### config.mk
export PLATFORM = sky130hd
export DESIGN_NAME = board_specific_top
export DESIGN_NICKNAME = d
export VERILOG_FILES = /design/src/video_pkg.sv /design/src/board_pkg.sv /design/src/board_specific_top.sv /design/src/lab_top.sv /design/src/seven_seg_scan.sv /design/src/vga_timing.sv /design/src/slow_clk_gen.sv
export SDC_FILE = /design/constraint.sdc
export NUM_CORES = 1
export LEC_CHECK = 0
export ABC_AREA = 0
export BUFFER_PORTS_ARGS = -buffer_cell sky130_fd_sc_hd__buf_4
export CORE_MARGIN = 5
export CORE_UTILIZATION = 53
export CTS_CLUSTER_SIZE = 40
export DETAILED_ROUTE_END_ITERATION = 12
export GPL_TIMING_DRIVEN = 0
export PLACE_DENSITY = 0.76
export SYNTH_ARGS = -nofsm -noshare
export SYNTH_HDL_FRONTEND = slang
export SYNTH_SLANG_ARGS = --single-unit
### constraint.sdc
create_clock -name clk -period 2.5 [get_ports clk]
set_input_delay 0.375 -clock clk [delete_from_list [all_inputs] [get_ports clk]]
set_output_delay 0.375 -clock clk [all_outputs]
set_load 0.02 [all_outputs]
### src/video_pkg.sv
package video_pkg;

    // ------------------------------
    // horizontal timing, in pixels
    // ------------------------------

    localparam int h_active = 640;
    localparam int h_front  = 16;
    localparam int h_sync   = 96;
    localparam int h_back   = 48;
    localparam int h_total  = h_active + h_front + h_sync + h_back;

    // ------------------------------
    // vertical timing, in lines
    // ------------------------------

    localparam int v_active = 480;
    localparam int v_front  = 10;
    localparam int v_sync   = 2;
    localparam int v_back   = 33;
    localparam int v_total  = v_active + v_front + v_sync + v_back;

    // ------------------------------
    // pixel types
    // ------------------------------

    typedef logic [9:0] x_t;
    typedef logic [9:0] y_t;

    // one colour channel
    typedef logic [7:0] color_t;

    // test pattern selection
    typedef enum logic [1:0]
    {
        mode_bars,
        mode_checker,
        mode_solid
    } mode_t;

endpackage

### src/board_pkg.sv
package board_pkg;

    // ------------------------------
    // board resources
    // ------------------------------

    localparam int w_key   = 2;
    localparam int w_led   = 6;
    localparam int w_digit = 4;

    // width of the strobe counter shown on LEDs and display
    localparam int w_count = 16;

    // ------------------------------
    // clock division
    // ------------------------------

    // one slow strobe per second at 27 MHz
    localparam int slow_div = 27_000_000;

    // clk cycles spent on each display digit
    localparam int scan_div = 256;

    // ------------------------------
    // vector types
    // ------------------------------

    typedef logic [w_key   - 1:0] key_t;
    typedef logic [w_led   - 1:0] led_t;
    typedef logic [w_digit - 1:0] digit_t;
    typedef logic [w_count - 1:0] count_t;

    // segment a in bit 7, dot (h) in bit 0
    typedef logic [7:0]           segs_t;

endpackage
### src/board_specific_top.sv
`timescale 1ns/10ps

module board_specific_top
#(
    parameter int slow_div = board_pkg::slow_div
)
(
    input  logic              clk,
    input  logic              arst_n,
    input  board_pkg::key_t   KEY,
    output board_pkg::led_t   LED,
    output board_pkg::segs_t  abcdefgh,
    output board_pkg::digit_t digit,
    output logic              hsync,
    output logic              vsync,
    output logic              display_on,
    output video_pkg::color_t red,
    output video_pkg::color_t green,
    output video_pkg::color_t blue
);

    import board_pkg::*;
    import video_pkg::*;

    key_t   lab_key;
    led_t   lab_led;
    count_t count;
    logic   slow_strobe;
    x_t     x;
    y_t     y;

    // ------------------------------
    // board polarity, keys and LEDs active low
    // ------------------------------

    assign lab_key = ~KEY;
    assign LED     = ~lab_led;

    // ------------------------------
    // timing sources
    // ------------------------------

    slow_clk_gen #(.slow_div (slow_div)) i_slow_clk_gen
    (
        .clk         ( clk         ),
        .arst_n      ( arst_n      ),
        .slow_strobe ( slow_strobe )
    );

    vga_timing i_vga_timing
    (
        .clk         ( clk         ),
        .arst_n      ( arst_n      ),
        .hsync       ( hsync       ),
        .vsync       ( vsync       ),
        .display_on  ( display_on  ),
        .x           ( x           ),
        .y           ( y           )
    );

    // ------------------------------
    // lab and display
    // ------------------------------

    lab_top i_lab_top
    (
        .clk         ( clk         ),
        .arst_n      ( arst_n      ),
        .slow_strobe ( slow_strobe ),
        .key         ( lab_key     ),
        .x           ( x           ),
        .y           ( y           ),
        .display_on  ( display_on  ),
        .led         ( lab_led     ),
        .count       ( count       ),
        .red         ( red         ),
        .green       ( green       ),
        .blue        ( blue        )
    );

    seven_seg_scan i_seven_seg_scan
    (
        .clk         ( clk         ),
        .arst_n      ( arst_n      ),
        .value       ( count       ),
        .abcdefgh    ( abcdefgh    ),
        .digit       ( digit       )
    );

endmodule

### src/lab_top.sv
`timescale 1ns/10ps

module lab_top
(
    input  logic               clk,
    input  logic               arst_n,
    input  logic               slow_strobe,
    input  board_pkg::key_t    key,
    input  video_pkg::x_t      x,
    input  video_pkg::y_t      y,
    input  logic               display_on,
    output board_pkg::led_t    led,
    output board_pkg::count_t  count,
    output video_pkg::color_t  red,
    output video_pkg::color_t  green,
    output video_pkg::color_t  blue
);

    import board_pkg::*;
    import video_pkg::*;

    key_t  key_s1;
    key_t  key_s2;
    key_t  key_q;
    key_t  key_rise;
    mode_t mode;
    mode_t mode_next;

    // ------------------------------
    // key synchroniser and edges
    // ------------------------------

    always_ff @(posedge clk or negedge arst_n)
    begin
        if (!arst_n)
        begin
            key_s1 <= '0;
            key_s2 <= '0;
            key_q  <= '0;
        end
        else
        begin
            key_s1 <= key;
            key_s2 <= key_s1;
            key_q  <= key_s2;
        end
    end

    assign key_rise = key_s2 & ~key_q;

    // ------------------------------
    // pattern mode
    // ------------------------------

    always_comb
    begin
        case (mode)
            mode_bars:    mode_next = mode_checker;
            mode_checker: mode_next = mode_solid;
            default:      mode_next = mode_bars;
        endcase
    end

    always_ff @(posedge clk or negedge arst_n)
    begin
        if (!arst_n)
            mode <= mode_bars;
        else if (key_rise[0])
            mode <= mode_next;
    end

    // ------------------------------
    // strobe counter
    // ------------------------------

    always_ff @(posedge clk or negedge arst_n)
    begin
        if (!arst_n)
            count <= '0;
        else if (key_rise[1])
            // clear wins over a strobe in the same cycle
            count <= '0;
        else if (slow_strobe)
            count <= count + 1'b1;
    end

    assign led = count[w_led - 1:0];

    // ------------------------------
    // pixel colour
    // ------------------------------

    always_comb
    begin
        red   = '0;
        green = '0;
        blue  = '0;

        if (display_on)
        begin
            case (mode)
                mode_bars:
                begin
                    // eight vertical bars of 64 pixels
                    red   = {$bits(color_t){x[6]}};
                    green = {$bits(color_t){x[7]}};
                    blue  = {$bits(color_t){x[8]}};
                end
                mode_checker:
                begin
                    red   = {$bits(color_t){x[5] ^ y[5]}};
                    green = {$bits(color_t){x[5] ^ y[5]}};
                    blue  = {$bits(color_t){x[5] ^ y[5]}};
                end
                default:
                begin
                    red   = '1;
                    green = '1;
                    blue  = '1;
                end
            endcase
        end
    end

endmodule

### src/seven_seg_scan.sv
`timescale 1ns/10ps

module seven_seg_scan
(
    input  logic              clk,
    input  logic              arst_n,
    input  board_pkg::count_t value,
    output board_pkg::segs_t  abcdefgh,
    output board_pkg::digit_t digit
);

    import board_pkg::*;

    localparam int w_pre = $clog2(scan_div);
    localparam int w_pos = $clog2(w_digit);

    logic [w_pre - 1:0] pre;
    logic [w_pos - 1:0] pos;
    logic [w_pos - 1:0] pos_next;
    logic               tick;
    logic [3:0]         nibble;

    // hex digit to segments, a is the top bit, dot off
    function automatic segs_t hex_to_segs(input logic [3:0] hex);
        case (hex)
            4'h0:    return 8'b1111_1100;
            4'h1:    return 8'b0110_0000;
            4'h2:    return 8'b1101_1010;
            4'h3:    return 8'b1111_0010;
            4'h4:    return 8'b0110_0110;
            4'h5:    return 8'b1011_0110;
            4'h6:    return 8'b1011_1110;
            4'h7:    return 8'b1110_0000;
            4'h8:    return 8'b1111_1110;
            4'h9:    return 8'b1111_0110;
            4'ha:    return 8'b1110_1110;
            4'hb:    return 8'b0011_1110;
            4'hc:    return 8'b1001_1100;
            4'hd:    return 8'b0111_1010;
            4'he:    return 8'b1001_1110;
            default: return 8'b1000_1110;
        endcase
    endfunction

    // ------------------------------
    // digit prescaler and position
    // ------------------------------

    assign tick     = (pre == w_pre'(scan_div - 1));
    assign pos_next = tick ? pos + 1'b1 : pos;

    // position 0 shows the least significant nibble
    assign nibble = value[4 * pos_next +: 4];

    // segments and digit select share one register stage
    always_ff @(posedge clk or negedge arst_n)
    begin
        if (!arst_n)
        begin
            pre      <= '0;
            pos      <= '0;
            digit    <= digit_t'(1);
            abcdefgh <= '0;
        end
        else
        begin
            pre      <= tick ? '0 : pre + 1'b1;
            pos      <= pos_next;
            digit    <= digit_t'(1) << pos_next;
            abcdefgh <= hex_to_segs(nibble);
        end
    end

endmodule

### src/vga_timing.sv
`timescale 1ns/10ps

module vga_timing
(
    input  logic          clk,
    input  logic          arst_n,
    output logic          hsync,
    output logic          vsync,
    output logic          display_on,
    output video_pkg::x_t x,
    output video_pkg::y_t y
);

    import video_pkg::*;

    x_t   x_next;
    y_t   y_next;
    logic end_of_line;
    logic end_of_frame;
    logic hsync_next;
    logic vsync_next;
    logic display_on_next;

    assign end_of_line  = (x == x_t'(h_total - 1));
    assign end_of_frame = (y == y_t'(v_total - 1));

    // ------------------------------
    // next counter values
    // ------------------------------

    always_comb
    begin
        if (end_of_line)
            x_next = '0;
        else
            x_next = x + 1'b1;

        if (!end_of_line)
            y_next = y;
        else if (end_of_frame)
            y_next = '0;
        else
            y_next = y + 1'b1;
    end

    // ------------------------------
    // flags from the next position
    // ------------------------------

    always_comb
    begin
        // syncs are active low
        hsync_next = !((x_next >= x_t'(h_active + h_front))
                    && (x_next <  x_t'(h_active + h_front + h_sync)));

        vsync_next = !((y_next >= y_t'(v_active + v_front))
                    && (y_next <  y_t'(v_active + v_front + v_sync)));

        display_on_next = (x_next < x_t'(h_active)) && (y_next < y_t'(v_active));
    end

    // flags and coordinates share one register stage
    always_ff @(posedge clk or negedge arst_n)
    begin
        if (!arst_n)
        begin
            x          <= '0;
            y          <= '0;
            hsync      <= 1'b1;
            vsync      <= 1'b1;
            // position 0,0 is inside the active area
            display_on <= 1'b1;
        end
        else
        begin
            x          <= x_next;
            y          <= y_next;
            hsync      <= hsync_next;
            vsync      <= vsync_next;
            display_on <= display_on_next;
        end
    end

endmodule

### src/slow_clk_gen.sv
`timescale 1ns/10ps

module slow_clk_gen
#(
    parameter int slow_div = board_pkg::slow_div
)
(
    input  logic clk,
    input  logic arst_n,
    output logic slow_strobe
);

    // wide enough to hold slow_div - 1
    localparam int w_cnt = $clog2(slow_div + 1);

    logic [w_cnt - 1:0] cnt;
    logic               cnt_zero;

    assign cnt_zero = (cnt == '0);

    // down-counter, reloads after reaching zero
    always_ff @(posedge clk or negedge arst_n)
    begin
        if (!arst_n)
        begin
            cnt         <= w_cnt'(slow_div - 1);
            slow_strobe <= 1'b0;
        end
        else
        begin
            slow_strobe <= cnt_zero;

            if (cnt_zero)
                cnt <= w_cnt'(slow_div - 1);
            else
                cnt <= cnt - 1'b1;
        end
    end

endmodule

# Word-level counts from Yosys, hierarchy flattened
# Memories as Yosys holds them, arrays and structs flattened. A register that Yosys moved wholly into a read port is not among the register bits.
# Cells that the tools add are included.
# op_classes
addsub	6
magnitude_cmp	6
eq_ne	4
shifts	2
mux	15
bitwise_logic	5
reduce_logical	9
# ops
cell	n
$pmux W8 S2	3
$mux W16	2
$mux W8	4
$mux W10	3
$logic_not A25 Y1	1
$mux W25	1
$sub A25 B1 Y25 const B	1
$add A10 B1 Y10 const B	2
$eq A10 B10 Y1 const B	2
$lt A10 B10 Y1 const B	2
$lt A10 B9 Y1 const B	2
$add A16 B1 Y16 const B	1
$shiftx A16 B5 Y4	1
$ge A10 B10 Y1 const B	1
$ge A10 B9 Y1 const B	1
$add A8 B1 Y8 const B	1
$eq A8 B8 Y1 const B	1
$not A6 Y6	1
$not A2 Y2	2
$pmux W2 S2	1
$shl A1 B2 Y4 const A	1
$logic_and A1 B1 Y1	3
$logic_not A1 Y1	3
$add A2 B1 Y2 const B	1
other kinds (6)	6
# word_totals
ff_bits	95
rom_bits	112
inputBits	4
output_inout_bits	45
elab_cells	64
mem_count	1
# mem_list
memory	depth	word_bits	rd	rd_clocked_by_memory_dff	write_ports	line_no	source
(no name shown)	16	7	1	1	0	seven_seg_scan.sv:25	case (hex)

# Longest topological paths before layout
# Gate-level depths: netlist (run 1).
# depth
ltp_word	6
ltp_mapped	11
mapped_depth_nobuf	10

# By module
# A second synthesis (run 1) with hierarchy kept.
# hier_totals
cells_unflattened	536
area_unflattened_um2	5287.6
# modules_own_cells
mod	instances	cells_per_inst	area_per_inst_um2	seq_area_each_um2
seven_seg_scan	1	140	1350.0	526.8
vga_timing	1	134	1322.5	579.3
lab_top	1	134	1298.7	600.6
slow_clk_gen	1	120	1286.2	674.4
board_specific_top	1	8	30.0	0.0

# Least setup slack after synthesis (run 1)
# OpenSTA, ideal clock, no wires.
# synth_timing
path_type	reg2reg
startpoint	reg i_seven_seg_scan.pre[0]
endpoint	reg i_seven_seg_scan.abcdefgh[2]
setup_ns	0.079
arrival_time_ns	2.437
t_required_ns	2.421
path_slack_ns	-0.017
path_stages_with_launch	12
n_path_buf	1
synth_period_minus_slack_ns	2.517
cell_sequence	dfrtp_1 > ha_1 > nand4_1 > or2_0 > clkbuf_1 > a21oi_1 > inv_1 > a22oi_1 > inv_1 > ha_1 > mux2_2 > a2bb2oi_1
# synth_between
elab_chain_len	3
# synth_lines
element	line_no	source
start, declared	seven_seg_scan.sv:17	logic [w_pre - 1:0] pre;
start signal, assigned	seven_seg_scan.sv:67	pre <= tick ? '0 : pre + 1'b1;
$eq A8 B8 Y1	seven_seg_scan.sv:49	assign tick = (pre == w_pre'(scan_div - 1));
$mux W2	seven_seg_scan.sv:50	assign pos_next = tick ? pos + 1'b1 : pos;
$shiftx A16 B5 Y4	seven_seg_scan.sv:53	assign nibble = value[4 * pos_next +: 4];
end, declared	seven_seg_scan.sv:8	output board_pkg::segs_t abcdefgh,
# Every way passes these cells.
# A chain may end at the register's enable or synchronous reset.

# Worst setup path in the final report (run 1)
# layout_timing
startpoint	reg i_seven_seg_scan.pre[0]
endpoint	reg i_seven_seg_scan.abcdefgh[1]
# The elaborated chain is that of the path after synthesis.

==> impl_metrics.csv, run 1 <==
group,metric,value,unit
run_status,status,"finished, final reports clean",
placement,place_ws,-0.3023,ns
yosys,ys_ff_latch,94,
setup_path,r2r_start,"i_seven_seg_scan.pre[0]",
timing,maxSlewViolCount,0,
power,powerDensity,633.7,nW/um^2
finish,fillers,733,
die,start_util,53.72,%
timing,fin_ws,0.08317,ns
die,die_width,106.1,um
finish,antenna_cells,0,
setup_path,crit_fanout,7,
yosys,synth-main-ff-cell,"dfrtp_1",
drt,wl_per_cell,13.58,um
grt,grt_max_degree,95,
yosys,synth_area,4893,sq um
yosys,yosysTopAreaCell,"dfrtp_1",
drt,drt_wl_total,9060,um
drt,postRouteAntennaNets,0,
timing,min_period,2.417,ns
power,p_leak,2.486,nW
timing,skew,0.006428,ns
yosys,synth_fp_nets,501,
timing,fmax,0.4138,GHz
die,die-area,11260,sq um
timing,setup_viol,0,
yosys,synth_edf_count,0,
clock_tree,htreeDepth,3,
grt,grt_pass1_wl,15650,um
yosys,seq_area_frac_synth,48.66,%
setup_path,crit_chain,"ha_4, nand4_1, or2_4, a21oi_2, inv_1, a22oi_2, inv_2, ha_2, mux2_2, a2bb2oi_2",
setup_path,cp.arrival,2.70,ns
drt,vias_per_cell,5.400,
setup_path,crit_type,"reg2reg",
clock_tree,tritoncts,"yes",
die,fp.coreArea,9109,sq um
timing,finalHoldViolations,0,
setup_path,cpMaxStageDelayCell,"dfrtp_1",
yosys,avgSynthCellArea,10.13,sq um
clock_tree,hold_buffers,0,
placement,io_buffers,47,
die,rows,35,
clock_tree,clk_pin_slew_worst_paths,0.09,ns
clock_tree,cts.sinks,94,
clock_tree,clk-insertion-delay-late,0.35,ns
grt,overflow,0,
grt,grt_antenna_before_repair,0,
timing,fin_crit_sh,96.67,%
setup_path,setup.worst_path.start_class,"flop",
finish,drive_above_1_share,30.40,%
min_path,hold_path_class,"in2reg",
timing,timing.hold.ws,0.1502,ns
setup_path,crit_family,"simple AND/OR/NAND/NOR gates",
setup_path,critPathRequiredTime,2.78,ns
setup_path,crit_buf_inv,2,
yosys,netlist.area_leader.share,36.31,%
placement,gp_congestion,0.8383,
drt,drc_errors,0,
clock_tree,cts-root-buf,"clkbuf_8",
finish,final_net_count,569,
die,dieHeight,106.1,um
setup_path,cp-end-kind,"flop",
clock_tree,cts_inserted_buffers,9,
power,ir_worst_vdd,0.5660,mV
yosys,ys_top_cells_by_area,"dfrtp_1 (36%), dfstp_2 (12%), xnor2_1 (5.9%)",
power,p_total,3.697,mW
grt,grt_pass1_vias,3511,
yosys,syn_inst,483,
min_path,worstHoldStart,"KEY[1]",
die,num_io_pins,49,
setup_path,worstSetupStartpoint,"i_seven_seg_scan.pre[0]",
finish,areaGrowthSynthToFinish,19.23,%
drt,drt_iter0_drc,126,
setup_path,cp_slowest_stage_delay,0.43,ns
grt,gr-usage-all-layers,16.64,%
yosys,async_reset_ff_share,100.0,%
yosys,synthDistinctLibCells,64,
clock_tree,cts_buffer_depth,2,
drt,vias,3602,
timing,relSlewSlack,25.60,%
timing,worst_pin_slew,1.116,ns
drt,drt_first_pass_iters,4,
timing,rsz0062_at_grt,"yes",
placement,hpwl,6253,um
yosys,ys_warn_count,0,
flow_run,drv_cap,0,
## power breakdown
part	switching, mW	internal [mW]	total [mW]
Combinational	0.576	0.569	1.14
Sequential	0.0164	1.54	1.56
Clock	0.505	0.490	0.996
## area by class of cell
cell class	count	area, sq um	share of cell area [%]
multi-input combinational	326	2307	39.55
clock buffer	11	141.4	2.423
tap	111	138.9	2.380
buffer	33	235.2	4.032
timing repair buffer	60	467.9	8.021
clock inverter	5	58.81	1.008
inverter	27	103.9	1.780
sequential	94	2381	40.81
## layer usage
metal | vias to the layer above | global-route usage, % | part of all wire [%]
met2 | 71 | 27.60 | 48
met3 | 11 | 3.947 | 4.2
met1 | 1741 | 22.01 | 47
met5 | - | 0 | 0
li1 | 1779 | - | -
met4 | 0 | 4.440 | 1.2
## Yosys cell counts (all sizes together), types with 13 or more instances
cell type  number
xor2           20
nand2          43
dfrtp          71
nand3          22
dfstp          23
inv            27
xnor2          33
nor3           13
buf            31
nor2           46
o21ai          13
ha             14
## path summary, 6_finish.rpt
kind | endpoint | cells after the start | slack (ns)
worst max-delay path | i_seven_seg_scan.abcdefgh[1] | 10 | 0.08
worst min-delay path | i_lab_top.key_s1[1] | 2 | 0.15
worst max register to register | i_seven_seg_scan.abcdefgh[1] | 10 | 0.08
worst min register to register | i_lab_top.key_s2[0] | 0 | 0.35
max in group asynchronous | i_lab_top.count[9] | 1 | 1.56
min in group asynchronous | i_vga_timing.y[5] | 1 | 0.25
## stage by stage
stage | instances | utilization [%] | cell area, sq um | setup TNS [ns]
6_report | 667 | 64.05 | 5834 | 0
5_1_grt | 667 | 64.05 | 5834 | -0.06580
4_1_cts | 659 | 61.69 | 5619 | -0.005408
3_5_place_dp | 641 | 59.18 | 5390 | -1.219
3_3_place_gp | 641 | 59.18 | 5390 | -0.8469
2_1_floorplan | 483 | - | 4898 | 0
## worst reg2reg max path, stage by stage, from the launching register on
cell	delay, ns
dfrtp_1	0.43
ha_4	0.16
nand4_1	0.22
or2_4	0.36
a21oi_2	0.15
inv_1	0.08
a22oi_2	0.24
inv_2	0.10
ha_2	0.20
mux2_2	0.28
a2bb2oi_2	0.13
## logic make-up (layout without fill, tap and decap cells)
| family | after synthesis | in the layout | share of synthesized area, % |
|---|---|---|---|
| mux | 12 | 12 | 2.557 |
| flops | 94 | 94 | 48.66 |
| compound gates | 55 | 55 | 8.029 |
| simple gates | 191 | 191 | 20.66 |
| buf+inv | 63 | 136 | 6.954 |
| fa+ha+maj | 14 | 14 | 3.580 |
| xor+xnor | 53 | 53 | 9.486 |
| other cells | 1 | 1 | 0.07663 |
## cells in the final DEF, fill, tap and decap left out, types with 3 or more instances in the layout
cell and instances:
dfrtp_1 71, clkbuf_8 10, inv_2 3, or4_1 7, nor3b_1 5, a21boi_2 3
buf_6 5, nand2_1 42, nand3_1 21, xnor2_1 33, and3_1 10, mux2_2 4
xor2_1 20, a21oi_1 3, o22ai_1 3, nor4_1 7, clkbuf_1 4, ha_4 3
dfstp_2 23, or3_1 3, mux2i_1 8, nor3_1 11, o21ai_0 13, o31ai_1 8
a221oi_2 3, nor2b_1 4, nand2b_1 3, buf_4 78, nand4_1 10, inv_1 23
nor2_1 45, buf_2 6, ha_1 9
## registers in the layout, summed over array words and instances, names as in the netlist, 4 cells and up
| register | cells |
|---|---|
| i_seven_seg_scan.digit | 4 |
| i_lab_top.count | 16 |
| i_vga_timing.y | 10 |
| i_seven_seg_scan.pre | 8 |
| i_slow_clk_gen.cnt | 25 |
| i_seven_seg_scan.abcdefgh | 7 |
| i_vga_timing.x | 10 |
## what timing repair did
action                     CTS  global route
setup endpoints to repair   31            36
buffers inserted             3             9
cloned                       0             1
gates resized for setup      8            31
pin swaps                    2             8
hold endpoints to repair     0             0
Note: power is estimated with default switching activity, not from simulation.
==> run 2: changes to the inputs <==
Settings changed: BUFFER_PORTS_ARGS -buffer_cell sky130_fd_sc_hd__buf_4 to -buffer_cell sky130_fd_sc_hd__buf_2.
==> impl_metrics.csv, run 2 (synthesized netlist as in run 1, its figures left out) <==
group,metric,value,unit
run_status,status,"finished, final reports clean",
grt,grt_antenna_before_repair,0,
timing,setup_viol,0,
drt,postRouteAntennaNets,0,
timing,fin_crit_sh,96.38,%
finish,final_net_count,565,
setup_path,crit_type,"reg2reg",
grt,overflow,0,
timing,relSlewSlack,44.17,%
timing,rsz0062_at_grt,"yes",
finish,top_regs,"i_slow_clk_gen.cnt (25), i_lab_top.count (16)",
die,die-area,11260,sq um
setup_path,r2r_start,"i_seven_seg_scan.pre[1]",
setup_path,setup.worst_path.start_class,"flop",
grt,grt_pass1_vias,3615,
timing,skew,0.009845,ns
timing,fmax,0.4150,GHz
drt,vias,3622,
drt,wl_per_cell,13.85,um
placement,gp_congestion,0.8387,
drt,drt_iter0_drc,166,
clock_tree,cts_inserted_buffers,9,
finish,antenna_cells,0,
clock_tree,htreeDepth,3,
placement,hpwl,6551,um
clock_tree,cts.sinks,94,
finish,drive_above_1_share,28.26,%
die,start_util,53.72,%
placement,placedCellCount,642,
grt,grt_pass1_wl,16080,um
timing,maxSlewViolCount,0,
die,fp.coreArea,9109,sq um
setup_path,critPathRequiredTime,2.78,ns
drt,vias_per_cell,5.463,
finish,final_cells,663,
grt,grt_max_degree,64,
finish,largest_reg_flops,25,
finish,areaGrowthSynthToFinish,15.32,%
min_path,hold_depth,2,
die,num_io_pins,49,
clock_tree,cts_buffer_depth,2,
placement,io_buffers,47,
timing,finalHoldViolations,0,
power,p_leak,2.409,nW
min_path,hold_path_class,"in2reg",
finish,top_register,"i_slow_clk_gen.cnt",
timing,min_period,2.410,ns
die,dieHeight,106.1,um
clock_tree,clk-insertion-delay-late,0.35,ns
setup_path,worstSetupStartpoint,"i_seven_seg_scan.pre[1]",
drt,drc_errors,0,
finish,final_common_cell,"dfrtp_1",
min_path,worstHoldStart,"KEY[0]",
grt,gr-usage-all-layers,16.99,%
flow_run,drv_cap,0,
clock_tree,tritoncts,"yes",
placement,place_area,5303,sq um
finish,fin_area,5643,sq um
timing,worst_pin_slew,0.8263,ns
drt,drt_wl_total,9183,um
setup_path,rr_worst_depth,10,
finish,layout_common_cells,"dfrtp_1 (71), buf_2 (51), nor2_1 (45)",
clock_tree,clk_pin_slew_worst_paths,0.09,ns
clock_tree,cts-root-buf,"clkbuf_8",
setup_path,cp-end-kind,"flop",
setup_path,cp.arrival,2.69,ns
drt,drt_first_pass_iters,4,
die,rows,35,
power,ir_worst_vdd,0.5073,mV
die,die_width,106.1,um
setup_path,crit_fanout,8,
power,powerDensity,635.0,nW/um^2
==> run 2: cell types whose count changed in the layout (fill, tap and decap cells not counted), sizes merged <==
cell / previous run / this run
buf: 90 / 85
clkinv: 3 / 2
clkinvlp: 1 / 2
dlygate4sd3: 0 / 1
==> run 2: worst paths after layout <==
path	slack, ns	endpoint
hold reg to reg	0.36	i_lab_top.key_s2[1]
setup reg to reg	0.09	i_seven_seg_scan.abcdefgh[1]
setup / recovery	0.09	i_seven_seg_scan.abcdefgh[1]
min in group asynchronous	0.51	i_vga_timing.y[6]
max in group asynchronous	1.31	i_slow_clk_gen.cnt[13]
hold / removal	0.16	i_lab_top.key_s1[0]
==> run 2: worst max-delay path: stages (launching register included) <==
cell,delay [ns]
dfrtp_1,0.41
ha_4,0.16
nand4_1,0.19
buf_6,0.21
o21a_1,0.19
a221oi_2,0.27
o22a_2,0.20
inv_1,0.10
ha_2,0.21
mux2_2,0.27
a2bb2oi_2,0.13
==> run 2: layer usage <==
layer  up-vias  global-route usage [%]  share of wire (%)
met5         -                       0                  0
met3        14                   2.854                4.0
li1       1770                       -                  -
met4         0                   5.828                1.5
met2        69                   28.73                 48
met1      1769                   22.19                 47
==> run 2: cell type report <==
type / count / area, sq um
multi-input cells: 326 / 2256
clock buffers: 11 / 141.4
plain buffers: 33 / 235.2
well taps: 111 / 138.9
repair buffers: 56 / 327.8
fillers: 761 / 3466
inverters: 27 / 103.9
clock inverters: 5 / 58.81
flip-flops and latches: 94 / 2381
==> run 2: timing repair <==
action / in CTS / in global routing
pin swaps: 2 / 6
buffers inserted: 3 / 4
endpoints found under the hold margin: 21 / 0
hold buffers: 1 / 0
setup endpoints to repair: 31 / 23
resized for setup: 11 / 15
==> run 2: metrics by stage <==
step	setup TNS [ns]	utilization, %	setup WS, ns	hold slack [ns]	power (mW)
4_1_cts	0	61.00	0.01130	0.1412	3.615
6_report	0	61.95	0.09049	0.1556	3.583
5_1_grt	-0.2695	61.95	-0.07111	0.1444	3.753
3_3_place_gp	-0.7374	57.88	-0.2221	0.3342	2.559
3_5_place_dp	-1.182	58.21	-0.3036	0.3412	2.588
2_1_floorplan	0	-	0.09102	0.07941	2.298
==> run 2: report_power, final <==
part,leakage (nW),total (mW),internal [mW],switching [mW]
logic,1.16,1.02,0.453,0.562
clock network,0.0955,1.01,0.491,0.520
registers,1.16,1.56,1.54,0.0165
